`src/microrocPkg.sv`:
```
package microrocPkg;

    ////////////////////////////////////////////////////////////
    // Trigger coincidence
    ////////////////////////////////////////////////////////////
    typedef enum logic [1:0] {
        coincAny      = 2'd0, // Any ASIC trigger
        coincAll      = 2'd1, // All three ASICs
        coincMajority = 2'd2, // Two out of three
        coincExternal = 2'd3  // External pin only
    } coincMode_t;

    ////////////////////////////////////////////////////////////
    // USB control words
    ////////////////////////////////////////////////////////////
    localparam logic [3:0] opCoincMode = 4'hA; // Value[1:0] = mode
    localparam logic [3:0] opHoldDelay = 4'hB; // Value[7:0] = delay
    localparam logic [3:0] opHoldTime  = 4'hC; // Full 12-bit value
    localparam logic [3:0] opFlag      = 4'hD; // Single-bit switches

    localparam logic [3:0] flagHoldEn = 4'd0;
    localparam logic [3:0] flagTrigEn = 4'd1;

    typedef struct packed {
        logic [3:0]  opcode;
        logic [11:0] value;
    } valueCmd_t;

    typedef struct packed {
        logic [3:0] opcode;
        logic [3:0] flagIdx;
        logic [6:0] rsvd;    // Don't care
        logic       flagVal;
    } flagCmd_t;

    // Same 16 bits, opcode always on top
    typedef union packed {
        valueCmd_t valueCmd;
        flagCmd_t  flagCmd;
    } cmdWord_u;

    ////////////////////////////////////////////////////////////
    // Stored parameters and pins
    ////////////////////////////////////////////////////////////
    typedef struct packed {
        coincMode_t  coincMode;
        logic [7:0]  holdDelay; // Clk cycles before HOLD
        logic [11:0] holdTime;  // HOLD width in Clk cycles
        logic        holdEn;
        logic        trigEn;
    } daqParams_t;

    typedef struct packed {
        logic trig0B;   // ASIC triggers, active low
        logic trig1B;
        logic trig2B;
        logic extTrigB; // External trigger pin
    } trigPins_t;

    localparam coincMode_t  resetCoincMode = coincAny;
    localparam logic [7:0]  resetHoldDelay = 8'd4;
    localparam logic [11:0] resetHoldTime  = 12'd16;

    localparam daqParams_t resetParams = '{
        coincMode: resetCoincMode,
        holdDelay: resetHoldDelay,
        holdTime:  resetHoldTime,
        holdEn:    1'b0,  // Hold path off until enabled
        trigEn:    1'b0
    };

endpackage

```
`src/daqTop.sv`:
```
`timescale 1ns/1ps

module daqTop #(
    parameter int SyncStages    = 2,
    parameter int HoldTimeWidth = 12,
    parameter int CountWidth    = 16
) (
    input  logic                  Clk,        // 40 MHz system clock
    input  logic                  arstN,
    // USB control words
    input  logic                  cmdValid,
    input  microrocPkg::cmdWord_u cmdWord,
    // MICROROC trigger pins
    input  microrocPkg::trigPins_t trigPins,
    output logic                  trigOut,    // Coincidence pulse
    // Hold path
    output logic                  hold,
    output logic [CountWidth-1:0] eventCount
);
    import microrocPkg::*;

    daqParams_t params; // Decoded hold settings

    ////////////////////////////////////////////////////////////
    // Command decode
    ////////////////////////////////////////////////////////////
    usbCommandDecoder uCmdDecoder (
        .Clk      (Clk),
        .arstN    (arstN),
        .cmdValid (cmdValid),
        .cmdWord  (cmdWord),
        .params   (params)
    );

    ////////////////////////////////////////////////////////////
    // Trigger coincidence and hold
    ////////////////////////////////////////////////////////////
    trigCoincid #(
        .SyncStages (SyncStages)
    ) uTrigCoincid (
        .Clk       (Clk),
        .arstN     (arstN),
        .trigPins  (trigPins),
        .coincMode (params.coincMode),
        .trigPulse (trigOut)          // Also feeds the hold generator
    );

    holdGen #(
        .HoldTimeWidth (HoldTimeWidth),
        .CountWidth    (CountWidth)
    ) uHoldGen (
        .Clk        (Clk),
        .arstN      (arstN),
        .trigPulse  (trigOut),
        .params     (params),
        .hold       (hold),
        .eventCount (eventCount)
    );

endmodule

```
`src/holdGen.sv`:
```
`timescale 1ns/1ps

module holdGen #(
    parameter int HoldTimeWidth = 12, // Down-counter width
    parameter int CountWidth    = 16  // Event counter width
) (
    input  logic                    Clk,
    input  logic                    arstN,
    input  logic                    trigPulse,
    input  microrocPkg::daqParams_t params,
    output logic                    hold,
    output logic [CountWidth-1:0]   eventCount // Holds issued
);
    import microrocPkg::*;

    typedef enum logic [1:0] {
        stIdle,
        stDelay,
        stHold
    } state_t;

    state_t                   state;
    logic [HoldTimeWidth-1:0] cnt;       // Shared delay/hold counter
    logic [HoldTimeWidth-1:0] holdLoad;  // Hold cycles minus one
    logic [HoldTimeWidth-1:0] delayLoad; // Delay cycles minus one
    logic                     accept;

    // Only idle listens, both enables required
    assign accept = (state == stIdle) & trigPulse & params.trigEn & params.holdEn;

    always_comb begin
        if (params.holdTime == 12'd0) begin
            holdLoad = '0; // Zero width runs as one cycle
        end else begin
            holdLoad = HoldTimeWidth'(params.holdTime - 12'd1);
        end
        delayLoad = HoldTimeWidth'(params.holdDelay - 8'd1); // Unused when delay is 0
    end

    ////////////////////////////////////////////////////////////
    // Delay then hold FSM
    ////////////////////////////////////////////////////////////
    always_ff @(posedge Clk or negedge arstN) begin
        if (!arstN) begin
            state      <= stIdle;
            cnt        <= '0;
            hold       <= 1'b0;
            eventCount <= '0;
        end else begin
            case (state)
                stIdle: begin
                    if (accept && (params.holdDelay == 8'd0)) begin
                        state      <= stHold;  // No delay, hold next cycle
                        cnt        <= holdLoad;
                        hold       <= 1'b1;
                        eventCount <= eventCount + 1'b1;
                    end else if (accept) begin
                        state <= stDelay;
                        cnt   <= delayLoad;
                    end
                end
                stDelay: begin
                    if (cnt == '0) begin
                        state      <= stHold;
                        cnt        <= holdLoad;
                        hold       <= 1'b1;
                        eventCount <= eventCount + 1'b1; // Count on HOLD rise
                    end else begin
                        cnt <= cnt - 1'b1;
                    end
                end
                stHold: begin
                    if (cnt == '0) begin
                        state <= stIdle; // Triggers during hold are lost
                        hold  <= 1'b0;
                    end else begin
                        cnt <= cnt - 1'b1;
                    end
                end
                default: begin
                    state <= stIdle;
                    hold  <= 1'b0;
                end
            endcase
        end
    end

    assert property (@(posedge Clk) disable iff (!arstN)
        (state == stIdle) |-> !hold)
        else $error("HOLD high while idle");

    assert property (@(posedge Clk) disable iff (!arstN)
        $changed(eventCount) |-> $rose(hold))
        else $error("eventCount moved without a HOLD rise");

endmodule

```
`src/trigCoincid.sv`:
```
`timescale 1ns/1ps

module trigCoincid #(
    parameter int SyncStages = 2 // Synchronizer depth
) (
    input  logic                   Clk,
    input  logic                   arstN,
    input  microrocPkg::trigPins_t  trigPins,  // Asynchronous, active low
    input  microrocPkg::coincMode_t coincMode,
    output logic                   trigPulse  // One cycle per combined edge
);
    import microrocPkg::*;

    trigPins_t  syncReg [SyncStages]; // Pin synchronizer chain
    logic [2:0] asicTrig;             // Active high after sync
    logic       extTrig;
    logic       trigComb;
    logic       trigReg;

    ////////////////////////////////////////////////////////////
    // Pin synchronizer
    ////////////////////////////////////////////////////////////
    always_ff @(posedge Clk or negedge arstN) begin
        if (!arstN) begin
            for (int i = 0; i < SyncStages; i++) begin
                syncReg[i] <= '1; // Pins idle high
            end
        end else begin
            syncReg[0] <= trigPins;
            for (int i = 1; i < SyncStages; i++) begin
                syncReg[i] <= syncReg[i-1];
            end
        end
    end

    // Back to active high
    assign asicTrig = ~{syncReg[SyncStages-1].trig2B,
                        syncReg[SyncStages-1].trig1B,
                        syncReg[SyncStages-1].trig0B};
    assign extTrig  = ~syncReg[SyncStages-1].extTrigB;

    ////////////////////////////////////////////////////////////
    // Coincidence and edge detect
    ////////////////////////////////////////////////////////////
    always_comb begin
        case (coincMode)
            coincAny:      trigComb = |asicTrig;
            coincAll:      trigComb = &asicTrig;
            coincMajority: trigComb = (asicTrig[0] & asicTrig[1]) |
                                      (asicTrig[0] & asicTrig[2]) |
                                      (asicTrig[1] & asicTrig[2]);
            default:       trigComb = extTrig; // coincExternal
        endcase
    end

    always_ff @(posedge Clk or negedge arstN) begin
        if (!arstN) begin
            trigReg   <= 1'b0;
            trigPulse <= 1'b0;
        end else begin
            trigReg   <= trigComb;
            trigPulse <= trigComb & ~trigReg; // Rising edge only
        end
    end

    // A held trigger must never retrigger
    assert property (@(posedge Clk) disable iff (!arstN)
        trigPulse |=> !trigPulse)
        else $error("trigPulse high two cycles in a row");

endmodule

```
`src/usbCommandDecoder.sv`:
```
`timescale 1ns/1ps

module usbCommandDecoder (
    input  logic                   Clk,
    input  logic                   arstN,
    input  logic                   cmdValid, // One-cycle strobe per word
    input  microrocPkg::cmdWord_u  cmdWord,
    output microrocPkg::daqParams_t params
);
    import microrocPkg::*;

    daqParams_t paramsNext;

    ////////////////////////////////////////////////////////////
    // Word decode
    ////////////////////////////////////////////////////////////
    always_comb begin
        paramsNext = params; // Hold everything by default
        if (cmdValid) begin
            case (cmdWord.valueCmd.opcode) // Opcode sits on top in both views
                opCoincMode: begin
                    paramsNext.coincMode = coincMode_t'(cmdWord.valueCmd.value[1:0]);
                end
                opHoldDelay: begin
                    paramsNext.holdDelay = cmdWord.valueCmd.value[7:0];
                end
                opHoldTime: begin
                    paramsNext.holdTime = cmdWord.valueCmd.value;
                end
                opFlag: begin
                    // Flag view picks the switch by index
                    case (cmdWord.flagCmd.flagIdx)
                        flagHoldEn: paramsNext.holdEn = cmdWord.flagCmd.flagVal;
                        flagTrigEn: paramsNext.trigEn = cmdWord.flagCmd.flagVal;
                        default: begin
                            // Unknown index leaves params alone
                        end
                    endcase
                end
                default: begin
                    // Unknown opcode dropped
                end
            endcase
        end
    end

    ////////////////////////////////////////////////////////////
    // Parameter register
    ////////////////////////////////////////////////////////////
    always_ff @(posedge Clk or negedge arstN) begin
        if (!arstN) begin
            params <= resetParams; // Power-up parameter set
        end else begin
            params <= paramsNext;  // Visible one cycle after strobe
        end
    end

    // Mode word must fit the 2-bit mode field
    assert property (@(posedge Clk) disable iff (!arstN)
        cmdValid && (cmdWord.valueCmd.opcode == opCoincMode)
        |-> (cmdWord.valueCmd.value <= 12'd3))
        else $error("Coincidence mode word out of range");

endmodule
```
`config.mk`:
```
export PLATFORM = sky130hd
export DESIGN_NAME = daqTop
export DESIGN_NICKNAME = d
export VERILOG_FILES = /design/src/microrocPkg.sv /design/src/daqTop.sv /design/src/holdGen.sv /design/src/trigCoincid.sv /design/src/usbCommandDecoder.sv
export SDC_FILE = /design/constraint.sdc
export NUM_CORES = 1
export LEC_CHECK = 0
export BUFFER_PORTS_ARGS = -buffer_cell sky130_fd_sc_hd__buf_2
export CORE_MARGIN = 3
export CORE_UTILIZATION = 50
export DETAILED_ROUTE_END_ITERATION = 12
export GPL_ROUTABILITY_DRIVEN = 0
export PLACE_DENSITY = 0.73
export SYNTH_ARGS = -nofsm -noshare
export SYNTH_HDL_FRONTEND = slang
export SYNTH_SLANG_ARGS = --single-unit
```
`constraint.sdc`:
```
create_clock -name Clk -period 2.9 [get_ports Clk]
set_clock_uncertainty 0.15 [all_clocks]
set_input_delay 0.58 -clock Clk [delete_from_list [all_inputs] [get_ports Clk]]
set_output_delay 0.58 -clock Clk [all_outputs]
set_load 0.02 [all_outputs]
```
## Word-level counts from Yosys, hierarchy flattened

Index checks and enable logic that the tools add are counted.

- Output and inout port bits: 18
- Input bits: 23
- Word-level logic and storage cells: 88
- Register bits after elaboration: 65

- Add/subtract/negate cells: 4
- Eq/ne operators: 14
- Bitwise operators: 12
- Reductions and logical operators: 20
- Mux-type cells: 19

Operators by type and width:

| kind | number |
|---|---|
| $mux 12 | 5 |
| $pmux 12 s3 | 1 |
| $mux 16 | 2 |
| $pmux 16 s2 | 1 |
| $logic_not 12->1 | 2 |
| $sub 12x1->12 const B | 2 |
| $reduce_and 3->1 | 7 |
| $add 16x1->16 const B | 1 |
| $eq 4x4->1 const B | 4 |
| $sub 8x1->9 const B | 1 |
| $logic_not 8->1 | 1 |
| $mux 2 | 4 |
| $and 1x1->1 | 7 |
| $pmux 1 s3 | 2 |
| $pmux 2 s3 | 1 |
| $reduce_and 2->1 | 3 |
| $eq 2x1->1 const B | 2 |
| $eq 2x2->1 const B | 2 |
| $eq 4x1->1 const B | 1 |
| $logic_not 2->1 | 2 |
| $logic_not 4->1 | 1 |
| $ne 2x1->1 const B | 2 |
| $ne 2x2->1 const B | 2 |
| $mux 1 | 3 |
| other kinds (8) | 10 |

## Depth between registers and ports, before layout

Gate-level depths: netlist of the first run.

- Depth in word-level cells: 7
- Mapped depth: 9

## Modules after synthesis

A second synthesis of the first run with hierarchy kept.

- Cells, all modules: 349
- Area total of the unflattened synthesis: 3696.0 um2

Modules (own cells, without submodules):

| module | instances | area an instance (um2) | cells each | sequential area each (um2) |
|---|---|---|---|---|
| holdGen | 1 | 2404.8 | 270 | 775.7 |
| usbCommandDecoder | 1 | 963.4 | 60 | 603.1 |
| trigCoincid | 1 | 327.8 | 19 | 260.2 |

## Worst setup path after synthesis of the first run

OpenSTA, ideal clock, no wires.

- Path kind: register to register
- From: register uHoldGen.cnt[0]
- To: register uHoldGen.cnt[4]
- Path slack: 0.369 ns
- Clock period less this slack: 2.531 ns
- Setup time: 0.122 ns
- Path buffers: 1
- Cell stages (with the launch flop): 9
- Arrival: 2.259 ns
- Path through: dfrtp_1 -> inv_1 -> ha_1 -> or4b_2 -> o41ai_2 -> buf_2 -> nor2_1 -> a21bo_1 -> a32o_1

- Longest elaborated chain between the ends: 3
- Elaborated cells on any way between the ends: 7
- Classes of those cells: 1 x add/sub; 1 x eq/ne; 3 x mux; 2 x reduce/logical

Ends and longest elaborated chain:

| element | line | source |
|---|---|---|
| start: declaration | holdGen.sv:23 | `logic [HoldTimeWidth-1:0] cnt;` |
| start signal: assignment | holdGen.sv:54 | `cnt <= holdLoad;` |
| start signal: assignment | holdGen.sv:59 | `cnt <= delayLoad;` |
| start signal: assignment | holdGen.sv:65 | `cnt <= holdLoad;` |
| $sub 12x1->12 / $logic_not 12->1 (equally long branches) | - |  |
| $mux 12, or another cell as far along | holdGen.sv:73 | `if (cnt == '0) begin` |
| $pmux 12 s3 / $reduce_and 3->1 (equally long branches) | - |  |

Parallel ways exist; a longest one is shown, timed or not. The select of a mux whose other input is x is not followed.
A chain may end at the register's enable or synchronous reset.

## Worst setup path in the final report of the first run

- From: register, netlist name uCmdDecoder.params[18]
- To: register uHoldGen.eventCount[15]

- Longest elaborated chain between the ends: 4

Ends and longest elaborated chain:

| element | line | source |
|---|---|---|
| $logic_not 8->1 | holdGen.sv:52 | `if (accept && (params.holdDelay == 8'd0)) begin` |
| $logic_and 1x1->1 | holdGen.sv:52 |  |
| $ne 2x2->1 (no line) | - |  |
| $reduce_and 3->1 (no line) | - |  |
| end signal: assignment | holdGen.sv:56 | `eventCount <= eventCount + 1'b1;` |
| end signal: assignment | holdGen.sv:67 | `eventCount <= eventCount + 1'b1;` |
| end: declaration | holdGen.sv:12 | `output logic [CountWidth-1:0] eventCount` |

Every way passes these cells.

==> flow_summary.ini, run 1 <==
[status]
status = completed

[clocking]
holdBufCountCts = 0
cts.sinks = 65
cts_tree = yes
postCtsSetupBuffers = 0
clockBufferDepth = 2
h-tree-depth = 3
numCtsBuffers = 9
insertion_delay_ns = 0.34
path_clk_slew_ns = 0.08
cts_root_buffer = clkbuf_8

[worst_setup_path]
r2r-start = uCmdDecoder.params[18]$_DFFE_PN0P_
critPathArrivalTime_ns = 2.87
worst_setup_path_start_kind = flip-flop
slowest_stage = or4b_4
end_kind = flip-flop
crit_type = flip-flop to flip-flop
crit_required_ns = 3.01
cp_cell_sequence = or4_4, or4b_4, a22oi_2, nand4_4, nor3_2, xor2_1
cpPeakStageDelay_ns = 0.60
r2r_end = uHoldGen.eventCount[15]$_DFFE_PN0P_
reg2reg_depth = 6
cp_max_fo = 11
rrSetupSlack_ns = 0.14

[global_routing]
grt_pass1_wl_mm = 14.2
groute.usage.overall = 0.208
antenna_found_initial = 0
grt_pass1_vias = 2909
grt_start_max_net_pins = 66
overflow = 0

[layout]
multi_input_area_sq_um = 1930
seq_area_sq_um = 1640
area_delta_synth_final_pct = 16.0
layout-drive-gt1-share = 0.285
final.fill_count = 581
final_util = 0.613
antennaDiodeCount = 0
nNetsFinal = 450

[pwr]
power_mw = 4.05
leakagePower_nw = 1.84
vdd_drop_max_v = 0.000400
power_density_nw_per_um2 = 952

[synth]
ys_types = 60
yosysWarningCount = 0
syn_nets = 396
async_flop_share = 1.00
synth_edf_count = 0
yosysSeqAreaShare = 0.447
synth_top_cell_by_area = dfrtp_1
synthFlopType = dfrtp_1
synth_area_per_cell_sq_um = 10.1
ys_seq_elements = 65
syn_inst = 362
yosysTopAreaCellShare = 0.375
synthTopCellsByArea = dfrtp_1 (38%), dfstp_2 (7.2%), mux2_2 (6.4%)
syn_area_sq_um = 3670

[min_path]
worstHoldPathType = input port to flip-flop
hold_path_end = uTrigCoincid.syncReg[7]$_DFF_PN1_
hold_start = trigPins[3]
hold_depth = 1

[sta]
period_minus_slack_ns = 2.76
rsz0062_at_grt = no
slew_headroom = 0.461
final_max_slew_viol_count = 0
worst_pin_slew_ns = 0.808
max_freq_mhz = 362
finalSetupViolations = 0
finalHoldViolCount = 0
min_period_over_period = 0.952
final.setup.tns_ns = 0

[routing]
drc = 0
dr.pass1.iters = 4
drtAntennaViolNets = 0
via_count = 2942
wirelength_mm = 8.18
drtIter0Drc = 290
detail_route.wl_per_cell_microns = 15.8
vias_per_cell = 5.69

[floorplan]
initial_utilization = 0.528
io_pins = 41
die_y_microns = 91.6
dieArea_sq_um = 8400
fp.dieW_microns = 91.6
coreArea_sq_um = 6940
num_rows = 30

[flow_run]
drv_cap = 0

[place]
hpwlAfterDp_mm = 6.10
port_buffers = 40
[worst max-delay path, delay by kind of cell, from the launching register on]
kind	cells	cell delay, ns
and+or+nand+nor	4	1.63
xor gates and xnor gates	1	0.18
DFF	1	0.43
AOI/OAI and AO/OA	1	0.29
[cell type report]
type,count,area share
Clock buffer,9,0.0291
Clock inverter,7,0.0188
Inverter,17,0.0150
Multi-Input combinational cell,270,0.454
Sequential cell,65,0.385
Tap cell,96,0.0282
Timing Repair Buffer,53,0.0700
[sequential cells by signal, summed over array words and instances, names as in the netlist]
signal and count:
uHoldGen.eventCount 16, uHoldGen.state 2, uCmdDecoder.params 24, uTrigCoincid.trigPulse 1, uHoldGen.hold 1, uHoldGen.cnt 12
uTrigCoincid.trigReg 1, uTrigCoincid.syncReg 8
[how the worst max path moves through the flow]
stage	startpoint	endpoint	depth (start not counted)
6_report	uCmdDecoder.params[18]$_DFFE_PN0P_	uHoldGen.eventCount[15]$_DFFE_PN0P_	6
5_1_grt	uCmdDecoder.params[18]$_DFFE_PN0P_	uHoldGen.eventCount[15]$_DFFE_PN0P_	6
4_1_cts	uHoldGen.cnt[0]$_DFFE_PN0P_	uHoldGen.cnt[9]$_DFFE_PN0P_	9
3_5_place_dp	uHoldGen.cnt[0]$_DFFE_PN0P_	uHoldGen.cnt[9]$_DFFE_PN0P_	9
3_3_place_gp	uHoldGen.cnt[0]$_DFFE_PN0P_	uHoldGen.cnt[7]$_DFFE_PN0P_	9
2_1_floorplan	uHoldGen.cnt[0]$_DFFE_PN0P_	uHoldGen.cnt[4]$_DFFE_PN0P_	8
[synthesized netlist by cell type, types with 3 or more instances]
| cell type | count |
|---|---|
| nor4_1 | 5 |
| nor3b_1 | 5 |
| nand2b_1 | 3 |
| a21oi_1 | 16 |
| o221ai_1 | 7 |
| mux2i_1 | 3 |
| xnor2_1 | 16 |
| a31oi_1 | 5 |
| dfstp_2 | 10 |
| clkbuf_1 | 6 |
| nand4_1 | 5 |
| nor3_1 | 15 |
| nand3_1 | 17 |
| or4_1 | 5 |
| nand2_1 | 23 |
| or2_2 | 3 |
| nor2_1 | 36 |
| inv_1 | 17 |
| xor2_1 | 16 |
| mux2_2 | 21 |
| ha_1 | 11 |
| o21ai_0 | 10 |
| dfrtp_1 | 55 |
| o22ai_1 | 5 |
| nor2b_1 | 3 |
[power breakdown]
part           internal, mW  switching [mW]
sequential             1.14           0.269
clock                 0.405           0.377
combinational         0.810            1.05
[per-stage QoR]
stage | hold WS (ns) | area (sq um) | instances | setup WS [ns]
after floorplan | 0.134 | 3670 | 362 | 0.369
after global placement | 0.196 | 4040 | 501 | 0.234
after detailed placement | 0.199 | 4040 | 501 | 0.145
after CTS | 0.169 | 4240 | 517 | 0.131
after global routing | 0.159 | 4250 | 517 | 0.0367
final | 0.183 | 4250 | 517 | 0.138
[placed cells by master (no fill, tap or decap), types with 3 or more instances in the layout]
cell / n
o22ai_1: 5
nand2_1: 23
nand3_1: 17
nor2b_1: 3
nand4_1: 5
o221ai_1: 7
clkbuf_8: 9
buf_4: 13
o21ai_0: 10
dfrtp_1: 55
nand2b_1: 3
nor4_1: 5
nor3_1: 15
or2_2: 3
xor2_1: 16
clkinv_4: 3
a31oi_1: 5
or4_1: 5
mux2i_1: 3
xnor2_1: 16
buf_2: 40
a21oi_1: 16
nor3b_1: 5
ha_1: 10
dfstp_2: 10
nor2_1: 36
inv_1: 17
mux2_2: 21
[kinds of logic (layout without fill, tap and decap cells)]
family	Yosys count	count (layout)	share of synthesized area
adders and majority gates	12	12	0.0403
buffers and inverters	27	86	0.0324
muxes	24	24	0.0727
DFF	65	65	0.447
xor gates and xnor gates	32	32	0.0764
AOI/OAI and AO/OA	64	64	0.124
and+or+nand+nor	138	138	0.208
[per-layer routing]
metal	wire length, microns	share of wire	vias up	track usage
met3	466	0.057	10	0.0451
met2	3790	0.46	90	0.310
met4	82	0.010	0	0.0754
li1	-	-	1427	-
met5	0	0	-	0
met1	3830	0.47	1415	0.299
[timing repair]
action / CTS / global route
endpoints found under the hold margin: 0 / 0
resized for setup: 0 / 2
setup endpoints to repair: 0 / 9
No activity file was read; power rests on OpenSTA's default activity.
==> run 2: changes to the inputs <==
--- a/config.mk
+++ b/config.mk
@@ -5,12 +5,13 @@
 export SDC_FILE = /design/constraint.sdc
 export NUM_CORES = 1
 export LEC_CHECK = 0
+export ABC_AREA = 1
 export BUFFER_PORTS_ARGS = -buffer_cell sky130_fd_sc_hd__buf_2
 export CORE_MARGIN = 3
 export CORE_UTILIZATION = 50
 export DETAILED_ROUTE_END_ITERATION = 12
 export GPL_ROUTABILITY_DRIVEN = 0
-export PLACE_DENSITY = 0.73
+export PLACE_DENSITY = 0.78
 export SYNTH_ARGS = -nofsm -noshare
 export SYNTH_HDL_FRONTEND = slang
 export SYNTH_SLANG_ARGS = --single-unit
==> run 2 against run 1 <==
Effect of this change:
- via count increased by 21%
- cell count is 34% higher
- synthesized cell count increased by 51%
- die area rose by 9.3%
- core utilization down 3.1 points
- count of clock-buffer cells in the layout is the same
- critical endpoint is now uHoldGen.eventCount[6]$_DFFE_PN0P_
- critical path type unchanged
- hold slack worse by 0.098 ns
- worst setup slack better by 0.49 ns
- first-iteration DRC count down 28%
==> flow_summary.ini, run 2 <==
[status]
status = completed

[floorplan]
num_rows = 32
initial_utilization = 0.519
fp.dieW_microns = 95.8
io_pins = 41
coreArea_sq_um = 7770
dieArea_sq_um = 9180
die_y_microns = 95.8

[place]
hpwlAfterDp_mm = 6.76
port_buffers = 40

[clocking]
numCtsBuffers = 9
cts_root_buffer = clkbuf_8
path_clk_slew_ns = 0.08
postCtsSetupBuffers = 0
cts_tree = yes
cts.repair.resized = 0
cts.sinks = 65
holdBufCountCts = 0
h-tree-depth = 3
clockBufferDepth = 2
insertion_delay_ns = 0.34

[global_routing]
overflow = 0
grt_pass1_wl_mm = 15.1
antenna_found_initial = 0
grt_pass1_vias = 3306
groute.usage.overall = 0.210
grt_start_max_net_pins = 43

[sta]
finalSetupViolations = 0
worst_pin_slew_ns = 0.618
rsz0062_at_grt = no
slew_headroom = 0.587
finalHoldViolCount = 0
final.setup.tns_ns = 0
min_period_over_period = 0.784
max_freq_mhz = 440
final_max_slew_viol_count = 0
period_minus_slack_ns = 2.27

[layout]
final.fill_count = 732
reg_top3 = uCmdDecoder.params x24, uHoldGen.eventCount x16, uHoldGen.cnt x12
regMostFlops = uCmdDecoder.params
area_delta_synth_final_pct = 12.1
largest_reg_flops = 24
layout-drive-gt1-share = 0.167
final_common_cell = nand2_1
antennaDiodeCount = 0
nNetsFinal = 622
final_cell_mix = nand2_1 (166), nor2_1 (67), dfrtp_1 (55), inv_1 (52), buf_2 (40)
final_util = 0.582

[synth]
yosysTopAreaCellShare = 0.341
yosysWarningCount = 0
synthTopCellsByCount = nand2_1 (166), nor2_1 (67), dfrtp_1 (55)
syn_area_sq_um = 4030
synth.most_common_cell = nand2_1
ys_seq_elements = 65
synth_area_per_cell_sq_um = 7.40
synthTopCellsByArea = dfrtp_1 (34%), nand2_1 (15%), dfstp_2 (6.5%)
synth_top_cell_by_area = dfrtp_1
syn_inst = 545
yosysSeqAreaShare = 0.407
synthFlopType = dfrtp_1
syn_nets = 579
async_flop_share = 1.00
ys_types = 37
synth_edf_count = 0

[flow_run]
drv_cap = 0

[worst_setup_path]
cp_cell_sequence = inv_1, ha_1, nand2_2, nor2_4, nand4_4, o21ai_2, nand2_2, inv_2, nand2_1, xnor2_1
cp_max_fo = 13
cpPeakStageDelay_ns = 0.41
end_kind = flip-flop
reg2reg_depth = 10
crit_required_ns = 3.00
slowest_stage = dfrtp_1
critPathArrivalTime_ns = 2.38
worst_setup_path_start_kind = flip-flop
path_common_cell = nand2_2
crit_type = flip-flop to flip-flop

[pwr]
power_density_nw_per_um2 = 873
leakagePower_nw = 2.24
vdd_drop_max_v = 0.000608

[routing]
wirelength_mm = 8.89
vias_per_cell = 5.10
via_count = 3547
drtIter0Drc = 208
drtAntennaViolNets = 0
drc = 0
detail_route.wl_per_cell_microns = 12.8
dr.pass1.iters = 5

[min_path]
worstHoldPathType = input port to asynchronous set/reset pin
## run 2: worst max-delay path, delay by kind of cell (launching register included)
kind / cells / cell delay [ns]
AND/OR/NAND/NOR: 5 / 0.73
XOR/XNOR: 1 / 0.18
buffers and inverters: 2 / 0.35
AO/OA/AOI/OAI: 1 / 0.12
adder cells (fa/ha/maj): 1 / 0.24
flip-flops: 1 / 0.41
## run 2: area by class of cell
class / instances / area [sq um] / area share
flip-flops and latches: 65 / 1640 / 0.363
multi-input cells: 413 / 2110 / 0.468
repair buffers: 41 / 220 / 0.0487
inverters: 58 / 218 / 0.0482
well taps: 102 / 128 / 0.0282
clock buffers: 9 / 124 / 0.0274
clock inverters: 7 / 77.6 / 0.0172
## run 2: power breakdown
| part | internal (mW) | switching, mW | leakage (nW) | total (mW) |
|---|---|---|---|---|
| sequential | 1.13 | 0.211 | 0.809 | 1.34 |
| clock | 0.406 | 0.392 | 0.101 | 0.798 |
| combinational | 0.630 | 1.18 | 1.33 | 1.81 |
| total | 2.16 | 1.78 | 2.24 | 3.94 |
## run 2: cell families after synthesis
group,after synthesis,synth area share
adders and majority gates,11,0.0341
AOI/OAI and AO/OA,65,0.0906
buffers and inverters,67,0.0689
and+or+nand+nor,308,0.337
xor gates and xnor gates,29,0.0630
DFF,65,0.407
## run 2: path summary, 6_finish.rpt
check	from	slack [ns]	end
max reg2reg	uHoldGen.state[0]$_DFFE_PN0P_	0.63	uHoldGen.eventCount[6]$_DFFE_PN0P_
max in group asynchronous	arstN	1.81	uCmdDecoder.params[16]$_DFFE_PN1P_
min in group Clk	trigPins[1]	0.18	uTrigCoincid.syncReg[5]$_DFF_PN1_
min	arstN	0.09	uHoldGen.cnt[7]$_DFFE_PN0P_
max	uHoldGen.state[0]$_DFFE_PN0P_	0.63	uHoldGen.eventCount[6]$_DFFE_PN0P_
min reg2reg	uTrigCoincid.syncReg[5]$_DFF_PN1_	0.21	uTrigCoincid.syncReg[1]$_DFF_PN1_
## run 2: stage by stage
step | std cells | setup WS, ns | cell area [sq um] | total power, mW | hold WS [ns]
2_1_floorplan | 545 | 1.09 | 4030 | 2.77 | 0.134
3_3_place_gp | 679 | 0.766 | 4320 | 3.07 | 0.197
3_5_place_dp | 679 | 0.631 | 4320 | 3.13 | 0.197
4_1_cts | 695 | 0.624 | 4520 | 3.95 | 0.0923
5_1_grt | 695 | 0.432 | 4520 | 4.26 | 0.113
6_report | 695 | 0.625 | 4520 | 3.94 | 0.0853
## run 2: routing by layer
metal	vias to the layer above	wire length, microns	part of all wire	GRT usage
li1	1823	-	-	-
met1	1615	4150	0.47	0.292
met2	96	4220	0.47	0.337
met3	13	389	0.044	0.0336
met4	0	124	0.014	0.0687
met5	-	0	0	0
